File: src/hw/pcw_cfg.svh
`ifndef PCW_CFG_SVH
`define PCW_CFG_SVH

// Page map ports, one 16K slot each
`define PORT_PAGE0      8'hF0
`define PORT_PAGE1      8'hF1
`define PORT_PAGE2      8'hF2
`define PORT_PAGE3      8'hF3
// CPC read lock on write, timer clear on read
`define PORT_LOCK       8'hF4
// Video control ports
`define PORT_ROLLER     8'hF5
`define PORT_YSCROLL    8'hF6
`define PORT_VIDCTL     8'hF7
// System control commands in, status out
`define PORT_SYSCTL     8'hF8

// Low nibble command codes written to F8
`define CMD_DISK_NMI    4'd2
`define CMD_DISK_INT    4'd3
`define CMD_DISK_OFF    4'd4
`define CMD_TC_SET      4'd5
`define CMD_TC_CLR      4'd6
`define CMD_MOTOR_ON    4'd9
`define CMD_MOTOR_OFF   4'd10
`define CMD_SPK_ON      4'd11
`define CMD_SPK_OFF     4'd12

// Inverse set and video off out of reset
`define VIDCTL_RESET    8'h80
// Cycles from an F4 read to the timer clear
`define TIMER_CLEAR_CYCLES 32

// Monochrome colours, 6 bits per channel
`define RGB_WHITE_NORM   18'b111110111110111110
`define RGB_WHITE_BRIGHT 18'b110111111111111111
`define RGB_GREEN_NORM   18'b000000111110000000
`define RGB_GREEN_BRIGHT 18'b011001111111011001
`define RGB_AMBER_NORM   18'b000000011111111110
`define RGB_AMBER_BRIGHT 18'b000000101100111111

`endif
File: src/hw/pcw_pkg.sv
package pcw_pkg;

    // Page register, read as PCW or CPC layout depending on bit 7
    typedef union packed
    {
        // PCW layout, 16K block number in the low bits
        struct packed
        {
            logic       mode;
            logic [6:0] block;
        } pcw;
        // CPC layout, separate read and write blocks
        struct packed
        {
            logic       mode;
            logic [2:0] rd_block;
            logic       spare;
            logic [2:0] wr_block;
        } cpc;
    } page_reg_u;

    // Display colour chosen by the user
    typedef enum logic [1:0]
    {
        DISP_WHITE   = 2'd0,
        DISP_GREEN   = 2'd1,
        DISP_AMBER   = 2'd2,
        // Unused code, falls back to plain white
        DISP_DEFAULT = 2'd3
    } disp_color_e;

endpackage

File: src/hw/pcw_sysctl.sv
`timescale 1ns/1ps

module pcw_sysctl (
    input  logic                 clk_sys,
    input  logic                 reset,
    input  logic                 wb_cyc,
    input  logic                 wb_stb,
    input  logic                 wb_we,
    input  logic [7:0]           wb_adr,
    input  logic [7:0]           wb_dat_w,
    output logic [7:0]           wb_dat_r,
    output logic                 wb_ack,
    input  logic [15:0]          mem_addr,
    input  logic                 mem_rd,
    output logic [17:0]          ram_addr,
    input  logic                 fdc_int,
    input  logic                 vid_timer,
    input  logic                 iff1,
    input  logic                 vblank,
    input  logic                 ntsc,
    output logic                 nmi,
    output logic                 irq,
    output logic                 tc,
    output logic                 motor,
    output logic                 speaker_en,
    output logic [7:0]           roller_ptr,
    output logic [7:0]           yscroll,
    output logic                 inverse,
    output logic                 disable_vid,
    input  logic [3:0]           rgbi,
    input  pcw_pkg::disp_color_e disp_color,
    output logic [17:0]          rgb
);

    import pcw_pkg::*;

    // Page map from the port block to the bank mapper
    page_reg_u  page0;
    page_reg_u  page1;
    page_reg_u  page2;
    page_reg_u  page3;
    logic [7:0] lock;
    // Disk routing and timer clear towards the interrupt block
    logic       disk_nmi;
    logic       disk_int;
    logic       mode_change_pulse;
    logic       clear_start;
    // Status bits back for F8
    logic       fdc_latch;
    logic [3:0] timer_misses;

    pcw_io_regs u_io_regs (
        .*
    );

    pcw_bank_map u_bank_map (
        .*
    );

    pcw_int_ctrl u_int_ctrl (
        .*
    );

    mono_palette u_palette (
        .*
    );

endmodule

File: src/hw/mono_palette.sv
`timescale 1ns/1ps

`include "pcw_cfg.svh"

module mono_palette (
    input  logic [3:0]           rgbi,
    input  pcw_pkg::disp_color_e disp_color,
    output logic [17:0]          rgb
);

    import pcw_pkg::*;

    logic [17:0] norm_col;
    logic [17:0] bright_col;

    // Pick the colour pair for the chosen display
    always_comb
    begin
        case (disp_color)
            DISP_WHITE:
            begin
                norm_col   = `RGB_WHITE_NORM;
                bright_col = `RGB_WHITE_BRIGHT;
            end
            DISP_GREEN:
            begin
                norm_col   = `RGB_GREEN_NORM;
                bright_col = `RGB_GREEN_BRIGHT;
            end
            DISP_AMBER:
            begin
                norm_col   = `RGB_AMBER_NORM;
                bright_col = `RGB_AMBER_BRIGHT;
            end
            default:
            begin
                norm_col   = `RGB_WHITE_NORM;
                bright_col = `RGB_WHITE_NORM;
            end
        endcase
    end

    // Default choice is solid white, black included
    always_comb
    begin
        if (disp_color == DISP_DEFAULT)
            rgb = `RGB_WHITE_NORM;
        else if (rgbi == 4'b0000)
            rgb = 18'd0;
        else if (rgbi == 4'b1000)
            rgb = bright_col;
        else
            rgb = norm_col;
    end

endmodule

File: src/hw/pcw_int_ctrl.sv
`timescale 1ns/1ps

`include "pcw_cfg.svh"

module pcw_int_ctrl (
    input  logic       clk_sys,
    input  logic       reset,
    input  logic       fdc_int,
    input  logic       vid_timer,
    input  logic       iff1,
    input  logic       disk_nmi,
    input  logic       disk_int,
    input  logic       mode_change_pulse,
    input  logic       clear_start,
    output logic       fdc_latch,
    output logic [3:0] timer_misses,
    output logic       nmi,
    output logic       irq
);

    localparam logic [4:0] CLEAR_LAST = 5'(`TIMER_CLEAR_CYCLES - 1);

    // Sample and previous sample of each input
    logic [1:0] fdc_sr;
    logic [1:0] timer_sr;
    logic       fdc_pe;
    logic       fdc_ne;
    logic       timer_pe;
    logic       nmi_flag;
    logic       timer_line;
    logic       int_line;
    logic       clear_active;
    logic [4:0] clear_cnt;
    logic       clear_fire;

    assign fdc_pe   = fdc_sr[0] && !fdc_sr[1];
    assign fdc_ne   = !fdc_sr[0] && fdc_sr[1];
    assign timer_pe = timer_sr[0] && !timer_sr[1];

    // Last cycle of the clear delay
    assign clear_fire = clear_active && (clear_cnt == CLEAR_LAST);

    // Timer and disk INT share the one irq line
    assign irq = timer_line | int_line;

    always_ff @(posedge clk_sys)
    begin
        if (reset)
        begin
            fdc_sr       <= 2'b00;
            timer_sr     <= 2'b00;
            fdc_latch    <= 1'b0;
            nmi_flag     <= 1'b0;
            timer_misses <= 4'd0;
            timer_line   <= 1'b0;
            int_line     <= 1'b0;
            nmi          <= 1'b0;
            clear_active <= 1'b0;
            clear_cnt    <= 5'd0;
        end
        else
        begin
            fdc_sr   <= {fdc_sr[0], fdc_int};
            timer_sr <= {timer_sr[0], vid_timer};

            // Status latch tracks the FDC interrupt
            if (fdc_pe)
            begin
                fdc_latch <= 1'b1;
                if (disk_nmi)
                    nmi_flag <= 1'b1;
            end
            else if (fdc_ne)
                fdc_latch <= 1'b0;

            // 300 Hz tick, lines only move here
            if (timer_pe)
            begin
                if (timer_misses != 4'd15)
                    timer_misses <= timer_misses + 4'd1;
                timer_line <= iff1;
                nmi        <= nmi_flag;
                int_line   <= disk_int && fdc_latch && iff1;
            end

            // Clear lands a fixed delay after the F4 read
            if (clear_active)
            begin
                if (clear_fire)
                begin
                    clear_active <= 1'b0;
                    timer_misses <= 4'd0;
                    timer_line   <= 1'b0;
                end
                else
                    clear_cnt <= clear_cnt + 5'd1;
            end
            // Another read starts the delay over
            if (clear_start)
            begin
                clear_active <= 1'b1;
                clear_cnt    <= 5'd0;
            end

            // Routing change drops whatever the old route left pending
            if (mode_change_pulse)
            begin
                if (disk_nmi)
                    int_line <= 1'b0;
                else if (disk_int)
                    nmi_flag <= 1'b0;
                else
                begin
                    nmi_flag <= 1'b0;
                    int_line <= 1'b0;
                end
            end
        end
    end

    // Count saturates, only the delayed clear brings it back to 0
    misses_no_wrap: assert property (@(posedge clk_sys) disable iff (reset)
        (!$past(reset) && $past(timer_misses) == 4'd15 && timer_misses == 4'd0)
            |-> $past(clear_fire));

endmodule

File: src/hw/pcw_bank_map.sv
`timescale 1ns/1ps

module pcw_bank_map (
    input  logic [15:0]        mem_addr,
    input  logic               mem_rd,
    input  pcw_pkg::page_reg_u page0,
    input  pcw_pkg::page_reg_u page1,
    input  pcw_pkg::page_reg_u page2,
    input  pcw_pkg::page_reg_u page3,
    input  logic [7:0]         lock,
    output logic [17:0]        ram_addr
);

    import pcw_pkg::*;

    // Register of the 16K slot being addressed
    page_reg_u   page_sel;
    logic [1:0]  slot;
    logic [13:0] offset;
    // CPC read lock for this slot
    logic        lock_bit;
    logic [2:0]  cpc_block;

    assign slot   = mem_addr[15:14];
    assign offset = mem_addr[13:0];

    always_comb
    begin
        case (slot)
            2'd0:    page_sel = page0;
            2'd1:    page_sel = page1;
            2'd2:    page_sel = page2;
            default: page_sel = page3;
        endcase
    end

    // Lock bits sit in F4 bits 7:4, one per slot
    assign lock_bit = lock[{1'b1, slot}];

    // Unlocked reads use the read block, all else the write block
    always_comb
    begin
        if (mem_rd && !lock_bit)
            cpc_block = page_sel.cpc.rd_block;
        else
            cpc_block = page_sel.cpc.wr_block;
    end

    // PCW mode reaches 256K, CPC mode only the lower 128K
    always_comb
    begin
        if (page_sel.pcw.mode)
            ram_addr = {page_sel.pcw.block[3:0], offset};
        else
            ram_addr = {1'b0, cpc_block, offset};
    end

endmodule

File: src/hw/pcw_io_regs.sv
`timescale 1ns/1ps

`include "pcw_cfg.svh"

module pcw_io_regs (
    input  logic               clk_sys,
    input  logic               reset,
    input  logic               wb_cyc,
    input  logic               wb_stb,
    input  logic               wb_we,
    input  logic [7:0]         wb_adr,
    input  logic [7:0]         wb_dat_w,
    output logic [7:0]         wb_dat_r,
    output logic               wb_ack,
    input  logic               vblank,
    input  logic               ntsc,
    input  logic               fdc_latch,
    input  logic [3:0]         timer_misses,
    output pcw_pkg::page_reg_u page0,
    output pcw_pkg::page_reg_u page1,
    output pcw_pkg::page_reg_u page2,
    output pcw_pkg::page_reg_u page3,
    output logic [7:0]         lock,
    output logic [7:0]         roller_ptr,
    output logic [7:0]         yscroll,
    output logic               inverse,
    output logic               disable_vid,
    output logic               tc,
    output logic               motor,
    output logic               speaker_en,
    output logic               disk_nmi,
    output logic               disk_int,
    output logic               mode_change_pulse,
    output logic               clear_start
);

    // New cycle seen, ack not yet given
    logic       wb_req;
    logic       wr_req;
    logic       rd_req;
    logic [7:0] vidctl;
    logic [7:0] status_byte;

    assign wb_req = wb_cyc && wb_stb && !wb_ack;
    assign wr_req = wb_req && wb_we;
    assign rd_req = wb_req && !wb_we;

    // Vblank, FDC latch, 50 Hz flag, timer misses
    assign status_byte = {1'b0, vblank, fdc_latch, ~ntsc, timer_misses};

    // Bit 7 inverse, bit 6 low blanks the screen
    assign inverse     = vidctl[7];
    assign disable_vid = ~vidctl[6];

    // Single wait state, ack for one cycle
    always_ff @(posedge clk_sys)
    begin
        if (reset)
        begin
            wb_ack      <= 1'b0;
            clear_start <= 1'b0;
        end
        else
        begin
            wb_ack      <= wb_req;
            // F4 read restarts the timer clear delay
            clear_start <= rd_req && (wb_adr == `PORT_LOCK);
        end
    end

    // Only F4 and F8 answer, the rest float high
    always_ff @(posedge clk_sys)
    begin
        if (rd_req)
        begin
            if (wb_adr == `PORT_LOCK || wb_adr == `PORT_SYSCTL)
                wb_dat_r <= status_byte;
            else
                wb_dat_r <= 8'hFF;
        end
    end

    // Port registers and system control commands
    always_ff @(posedge clk_sys)
    begin
        if (reset)
        begin
            page0             <= '0;
            page1             <= '0;
            page2             <= '0;
            page3             <= '0;
            lock              <= 8'h00;
            roller_ptr        <= 8'h00;
            yscroll           <= 8'h00;
            vidctl            <= `VIDCTL_RESET;
            tc                <= 1'b0;
            motor             <= 1'b0;
            speaker_en        <= 1'b0;
            disk_nmi          <= 1'b0;
            disk_int          <= 1'b0;
            mode_change_pulse <= 1'b0;
        end
        else
        begin
            mode_change_pulse <= 1'b0;
            if (wr_req)
            begin
                case (wb_adr)
                    `PORT_PAGE0:   page0      <= wb_dat_w;
                    `PORT_PAGE1:   page1      <= wb_dat_w;
                    `PORT_PAGE2:   page2      <= wb_dat_w;
                    `PORT_PAGE3:   page3      <= wb_dat_w;
                    `PORT_LOCK:    lock       <= wb_dat_w;
                    `PORT_ROLLER:  roller_ptr <= wb_dat_w;
                    `PORT_YSCROLL: yscroll    <= wb_dat_w;
                    `PORT_VIDCTL:  vidctl     <= wb_dat_w;
                    `PORT_SYSCTL:
                    begin
                        // Upper nibble is ignored
                        case (wb_dat_w[3:0])
                            `CMD_DISK_NMI:
                            begin
                                disk_nmi <= 1'b1;
                                disk_int <= 1'b0;
                            end
                            `CMD_DISK_INT:
                            begin
                                disk_nmi          <= 1'b0;
                                disk_int          <= 1'b1;
                                mode_change_pulse <= 1'b1;
                            end
                            `CMD_DISK_OFF:
                            begin
                                disk_nmi          <= 1'b0;
                                disk_int          <= 1'b0;
                                mode_change_pulse <= 1'b1;
                            end
                            `CMD_TC_SET:    tc         <= 1'b1;
                            `CMD_TC_CLR:    tc         <= 1'b0;
                            `CMD_MOTOR_ON:  motor      <= 1'b1;
                            `CMD_MOTOR_OFF: motor      <= 1'b0;
                            `CMD_SPK_ON:    speaker_en <= 1'b1;
                            `CMD_SPK_OFF:   speaker_en <= 1'b0;
                            // Bootstrap end, reset and spare codes
                            default: ;
                        endcase
                    end
                    default: ;
                endcase
            end
        end
    end

    // Master only strobes inside a bus cycle
    stb_in_cycle: assert property (@(posedge clk_sys) disable iff (reset)
        wb_stb |-> wb_cyc);

endmodule

File: config.mk
export PLATFORM = sky130hd
export DESIGN_NAME = pcw_sysctl
export DESIGN_NICKNAME = d
export VERILOG_FILES = /design/src/hw/pcw_pkg.sv /design/src/hw/pcw_sysctl.sv /design/src/hw/mono_palette.sv /design/src/hw/pcw_int_ctrl.sv /design/src/hw/pcw_bank_map.sv /design/src/hw/pcw_io_regs.sv
export VERILOG_INCLUDE_DIRS = /design/src /design/src/hw
export SDC_FILE = /design/constraint.sdc
export NUM_CORES = 1
export LEC_CHECK = 0
export BUFFER_PORTS_ARGS = -buffer_cell sky130_fd_sc_hd__buf_2
export CAP_MARGIN = 10
export CORE_MARGIN = 3
export CORE_UTILIZATION = 35
export DETAILED_ROUTE_END_ITERATION = 16
export SYNTH_ARGS = -nofsm -noshare
export SYNTH_HDL_FRONTEND = slang
export SYNTH_SLANG_ARGS = --single-unit
File: constraint.sdc
create_clock -name clk_sys -period 1.53 [get_ports clk_sys]
set_input_delay 0.153 -clock clk_sys [delete_from_list [all_inputs] [get_ports clk_sys]]
set_output_delay 0.153 -clock clk_sys [all_outputs]
set_load 0.03 [all_outputs]
==> results of run 1 <==
==> state kept, by name (all words and copies together), names as in the netlist, 2 cells and up <==
name and count:
u_int_ctrl.fdc_sr 2, u_int_ctrl.timer_sr 2, u_io_regs.page0 8, u_io_regs.vidctl 2, u_io_regs.page3 8, u_io_regs.page1 8, u_int_ctrl.clear_cnt 5, u_io_regs.wb_dat_r 8
u_io_regs.yscroll 8, u_io_regs.roller_ptr 8, u_io_regs.page2 8, u_io_regs.lock 4, u_int_ctrl.timer_misses 4
==> synth_stat cells (all sizes together), types with 8 or more instances <==
cell type | n | area [um^2]
or2 | 11 | 71.3
ha | 10 | 125
mux4 | 9 | 203
mux2i | 59 | 591
nor2b | 10 | 62.6
clkbuf | 16 | 60.1
a21oi | 12 | 60.1
nand2 | 9 | 33.8
nor2 | 73 | 297
nand4 | 10 | 81.3
edfxtp | 8 | 240
dfxtp | 81 | 1620
buf | 29 | 204
==> metal layers <==
| layer | routed length (um) | GRT usage [%] | part of all wire, % |
|---|---|---|---|
| met5 | 0 | 0 | 0 |
| met4 | 68 | 2.82 | 0.68 |
| met3 | 557 | 4.96 | 5.5 |
| met2 | 5120 | 27.2 | 51 |
| met1 | 4300 | 18.3 | 43 |
==> power by group through the flow <==
stage	clock [mW]	combinational, mW	sequential [mW]
2_1_floorplan	0	0.350	2.44
3_3_place_gp	0	0.438	2.43
3_5_place_dp	0	0.445	2.43
4_1_cts	2.26	0.454	2.37
5_1_grt	2.34	0.512	2.37
6_report	2.21	0.470	2.37
==> worst register-to-register path, stage by stage (launching register included) <==
cell and delay (ns):
dfxtp_2 0.34, ha_4 0.16, and3_4 0.18, ha_4 0.16, nor2b_4 0.10, buf_6 0.12
nand4_1 0.11, xor2_1 0.17, nor3_1 0.20
==> what timing repair did <==
item	in CTS	in global routing
setup buffers	7	4
hold buffers	0	0
pin swaps	5	17
setup endpoints to repair	57	64
gates resized for setup	22	45
==> area by class of cell <==
type                       instances  area share (%)
multi-input combinational        271            41.2
sequential                        89            33.5
timing repair buffer             129            16.3
clock buffer                      10            4.11
tap                              143            3.21
clock inverter                     6            1.17
inverter                           7           0.471
==> per-stage QoR <==
stage	util (%)	std cells	hold slack, ns	worst slack (ns)	TNS [ns]
global route	48.2	655	0.0280	-0.662	-4.09
floorplan	-	412	0.281	-0.0716	-0.595
detailed placement	42.3	629	0.306	-0.329	-1.45
global placement	42.3	629	0.306	-0.282	-0.858
CTS	46.1	652	0.0197	-0.630	-2.42
finish	48.2	655	0.0255	-0.610	-2.45
==> worst paths after layout <==
| kind | slack [ns] | end |
|---|---|---|
| setup / recovery | -0.61 | ram_addr[14] |
| hold reg to reg | 0.45 | u_int_ctrl.int_line |
| hold / removal | 0.03 | u_int_ctrl.fdc_sr[0] |
| setup reg to reg | -0.10 | u_int_ctrl.clear_cnt[3] |
==> kinds of logic (layout without fill, tap and decap cells) <==
family / count (synthesis) / in the layout / share of synthesized area [%]
xor gates and xnor gates: 6 / 6 / 1.25
DFF: 89 / 89 / 44.4
AOI/OAI and AO/OA: 32 / 32 / 4.92
muxes: 71 / 71 / 19.7
adders and majority gates: 10 / 10 / 2.98
buffers and inverters: 52 / 152 / 6.92
and+or+nand+nor: 152 / 152 / 19.8
==> results.json, run 1 <==
{
  "crit_start": "u_io_regs.lock[7]",
  "cts-root-buf": "clkbuf_16",
  "cp_top_family": "multiplexers",
  "fin_area_um2": 5570,
  "power_frac_comb_pct": 9.3,
  "nNetsFinal": 566,
  "crit_buf_inv": 1,
  "cpPeakStageDelay_ns": 0.50,
  "yosys_warnings": 0,
  "cts_buffers": 9,
  "p_leak_nw": 2.43,
  "p_seq_share_pct": 47.0,
  "layout_commonest_cell": "buf_2",
  "slew_headroom_pct": 65.4,
  "critPathSlowestCell": "mux4_2",
  "worstRegToRegCells": 8,
  "clk_pin_slew_worst_paths_ns": 0.07,
  "overflow": 0,
  "worstSetupEndpointType": "output port",
  "cp.depth": 4,
  "synthToLayoutAreaGrowth_pct": 32.9,
  "mostFrequentLayoutCells": "buf_2 (84), dfxtp_1 (77), nor2_1 (62)",
  "place_area_um2": 4890,
  "worstPathRequired_ns": 1.38,
  "slew_violations": 0,
  "via_count": 3238,
  "n_antenna_cell": 0,
  "synthArstFlopShare_pct": 0,
  "synth_fp_nets": 471,
  "regArea_um2": 1870,
  "dieArea_um2": 13300,
  "finalPower_mw": 5.05,
  "hold_path_class": "input port to flip-flop",
  "grt_pass1_wl_um": 15900,
  "setup_ws_ns": -0.610,
  "multi_input_area_um2": 2300,
  "grt_use_total_pct": 15.3,
  "antenna_found_initial": 0,
  "gp_congestion": 0.778,
  "std_cell_rows": 39,
  "crit_fanout": 3,
  "rsz0062_at_grt": "true",
  "vias_per_cell": 4.94,
  "firstDrtPassIters": 4,
  "status": "finished with violations",
  "fmax_mhz": 467,
  "path_cells": "mux4_2 -> nor3b_4 -> mux2_4 -> buf_6",
  "core_area_um2": 11600,
  "routed_wl_um": 10100,
  "place_hpwl_um": 7090,
  "io_buffer_count": 88,
  "start_util_pct": 36.3,
  "grt_pass1_vias": 3166,
  "h-tree-depth": 3,
  "grt_start_max_net_pins": 49,
  "max_cap_violations": 0,
  "synth_cell_type_count": 54,
  "vdd_ir_drop_max_mv": 0.864,
  "clockBufferDepth": 2,
  "tritoncts": "built",
  "internal-power_mw": 3.80,
  "ant_nets": 0,
  "p_sw_mw": 1.25,
  "ios": 117,
  "min_path_cells": 2,
  "fillers": 1054,
  "wl_per_cell_um": 15.3,
  "synth.ff_latch_count": 89,
  "cts.sinks": 89,
  "period_share_pct": 140,
  "synth_edf_count": 8,
  "clock_latency_ns": 0.34,
  "clkPwrFrac_pct": 43.7,
  "drc": 0,
  "fin_crit_ns": 2.14,
  "die_w_um": 115,
  "first_iter_violations": 115,
  "ys.flop_type": "dfxtp_1",
  "layout-drive-gt1-share_pct": 42.6,
  "tightestPinTransition_ns": 0.517,
  "worstHoldStart": "fdc_int",
  "avgSynthCellArea_um2": 10.2,
  "timing.rr.start": "u_int_ctrl.clear_cnt[0]",
  "synth-seq-area-share_pct": 44.4,
  "finalSetupViolCount": 7,
  "critPathKind": "flip-flop to output port",
  "failed_checks": "negative setup slack",
  "arrival_ns": 1.99,
  "dieHeight_um": 115,
  "p_sw_share_pct": 24.8,
  "powerDensity_nw_per_um2": 907,
  "synthCells": 412,
  "syn_area_um2": 4190,
  "start_kind": "flip-flop",
  "fin_skew_ns": 0.00474,
  "hold_viol": 0
}
Note: power is estimated with default switching activity, not from simulation.
==> inputs of run 2 (changes only) <==
CTS_BUF_LIST = sky130_fd_sc_hd__clkbuf_4   (was unset)
SYNTH_HIERARCHICAL = 1   (was unset)
==> run 2 against run 1 <==
  * The run still ends with negative setup slack left
  * Non-clock buffer count rose by 16
  * Global-route usage rose by 0.96 points
  * Final cell count rose by 5.6%
  * Register-to-register slack improved by 0.05 ns
  * Fmax barely moved
  * First-iteration DRC count rose by 17%
  * Combinational power rose by 7.9%
  * Hold slack improved by 0.021 ns
  * Die area rose by 0.62%
  * Cell area fell by 3.6%
  * Largest power group unchanged
  * Largest cell class unchanged
  * Critical endpoint is now ram_addr[16]
  * Clock power fell by 47%
==> results.json, run 2 <==
{
  "fin_crit_ns": 2.14,
  "rsz0062_at_grt": "true",
  "r2r_end": "u_io_regs/roller_ptr[6]",
  "synthToLayoutAreaGrowth_pct": 27.3,
  "arrival_ns": 1.99,
  "dieHeight_um": 116,
  "critPathKind": "flip-flop to output port",
  "holdWs_ns": 0.0461,
  "grt_pass1_wl_um": 16800,
  "timing.rr.start": "u_io_regs/wb_ack",
  "drc": 0,
  "hold_viol": 0,
  "synthCells": 430,
  "place_hpwl_um": 7710,
  "die_w_um": 116,
  "antenna_found_initial": 0,
  "syn_area_um2": 4220,
  "worstRegToRegCells": 4,
  "wl_per_cell_um": 15.4,
  "first_iter_violations": 134,
  "status": "finished with violations",
  "worstHoldStart": "wb_dat_w[1]",
  "firstDrtPassIters": 5,
  "grt_use_total_pct": 16.3,
  "h-tree-depth": 3,
  "start_kind": "flip-flop",
  "nNetsFinal": 602,
  "period_share_pct": 140,
  "worstPathRequired_ns": 1.38,
  "dieArea_um2": 13400,
  "slew_headroom_pct": 69.8,
  "fin_skew_ns": 0.0163,
  "std_cell_rows": 39,
  "overflow": 0,
  "grt_start_max_net_pins": 40,
  "finalPower_mw": 4.07,
  "tightestPinTransition_ns": 0.449,
  "clock_latency_ns": 0.47,
  "synth_fp_nets": 488,
  "io_buffer_count": 88,
  "setup_ws_ns": -0.610,
  "finalSetupViolCount": 30,
  "failed_checks": "negative setup slack",
  "start_util_pct": 36.3,
  "layout_commonest_cell": "buf_2",
  "powerDensity_nw_per_um2": 757,
  "core_area_um2": 11600,
  "grt_pass1_vias": 3419,
  "via_count": 3479,
  "max_cap_violations": 0,
  "clockBufferDepth": 2,
  "whs_endpoint": "u_io_regs/yscroll[1]",
  "avgSynthCellArea_um2": 9.82,
  "min_path_cells": 3,
  "mostFrequentLayoutCells": "buf_2 (84), dfxtp_1 (76), nand2_1 (49)",
  "routed_wl_um": 10600,
  "crit_fanout": 3,
  "n_antenna_cell": 0,
  "cts.sinks": 89,
  "tritoncts": "built",
  "gp_congestion": 0.784,
  "worstSetupEndpointType": "output port",
  "vias_per_cell": 5.03,
  "cts_buffers": 9,
  "layout-drive-gt1-share_pct": 35.3,
  "ant_nets": 0,
  "vdd_ir_drop_max_mv": 0.675,
  "r2r_slack_ns": -0.05,
  "clk_pin_slew_worst_paths_ns": 0.15,
  "tns_ns": -2.82,
  "fillers": 1163,
  "p_leak_nw": 2.24,
  "fmax_mhz": 467,
  "cts-root-buf": "clkbuf_4",
  "hold_path_class": "input port to flip-flop",
  "slew_violations": 0,
  "ios": 117,
  "utilization_pct": 46.3,
  "yosys_warnings": 6
}
## run 2: metal layers
layer	track usage, %	wire length (um)
met5	0	0
met3	4.33	469
met4	5.34	187
met2	26.5	5120
met1	21.1	4850
## run 2: through the flow
step / cell area, um^2 / cells / worst slack (ns)
2_1_floorplan: 4260 / 430 / -0.0580
3_3_place_gp: 4940 / 658 / -0.161
3_5_place_dp: 4940 / 658 / -0.157
4_1_cts: 5300 / 691 / -0.659
5_1_grt: 5370 / 692 / -0.684
6_report: 5370 / 692 / -0.610
## run 2: worst max-delay path, stage by stage, from the launching register on
cell and delay [ns]:
dfxtp_2 0.34, mux4_2 0.51, a21oi_4 0.20, mux2_4 0.34, buf_6 0.14
## run 2: worst max path at each step
stage / endpoint / cells past startpoint / startpoint
floorplan: u_io_regs/roller_ptr[6] / 6 / u_io_regs/wb_ack
global placement: ram_addr[15] / 5 / mem_addr[14]
detailed placement: ram_addr[16] / 5 / mem_addr[14]
CTS: ram_addr[16] / 4 / u_io_regs/page3[7]
global route: ram_addr[16] / 4 / u_io_regs/page3[7]
finish: ram_addr[16] / 4 / u_io_regs/page3[7]
## run 2: area by class of cell
type,instances,area [um^2],area share (%)
Tap cell,143,179,3.33
Timing Repair Buffer,145,990,18.4
Clock buffer,9,67.6,1.26
Clock inverter,7,45.0,0.838
Sequential cell,89,1870,34.8
Inverter,10,37.5,0.698
Multi-Input combinational cell,289,2180,40.7
## run 2: power by group
group	total (mW)	switching, mW	internal (mW)
combinational	0.507	0.309	0.198
clock	1.18	0.848	0.335
sequential	2.38	0.0126	2.37
total	4.07	1.17	2.90
## run 2: timing repair
action / 4_1_cts / 5_1_grt
hold buffers: 16 / 0
setup buffers: 1 / 2
hold endpoints to repair: 20 / 0
pin swaps: 5 / 9
setup endpoints to repair: 39 / 48
gates resized for setup: 21 / 15
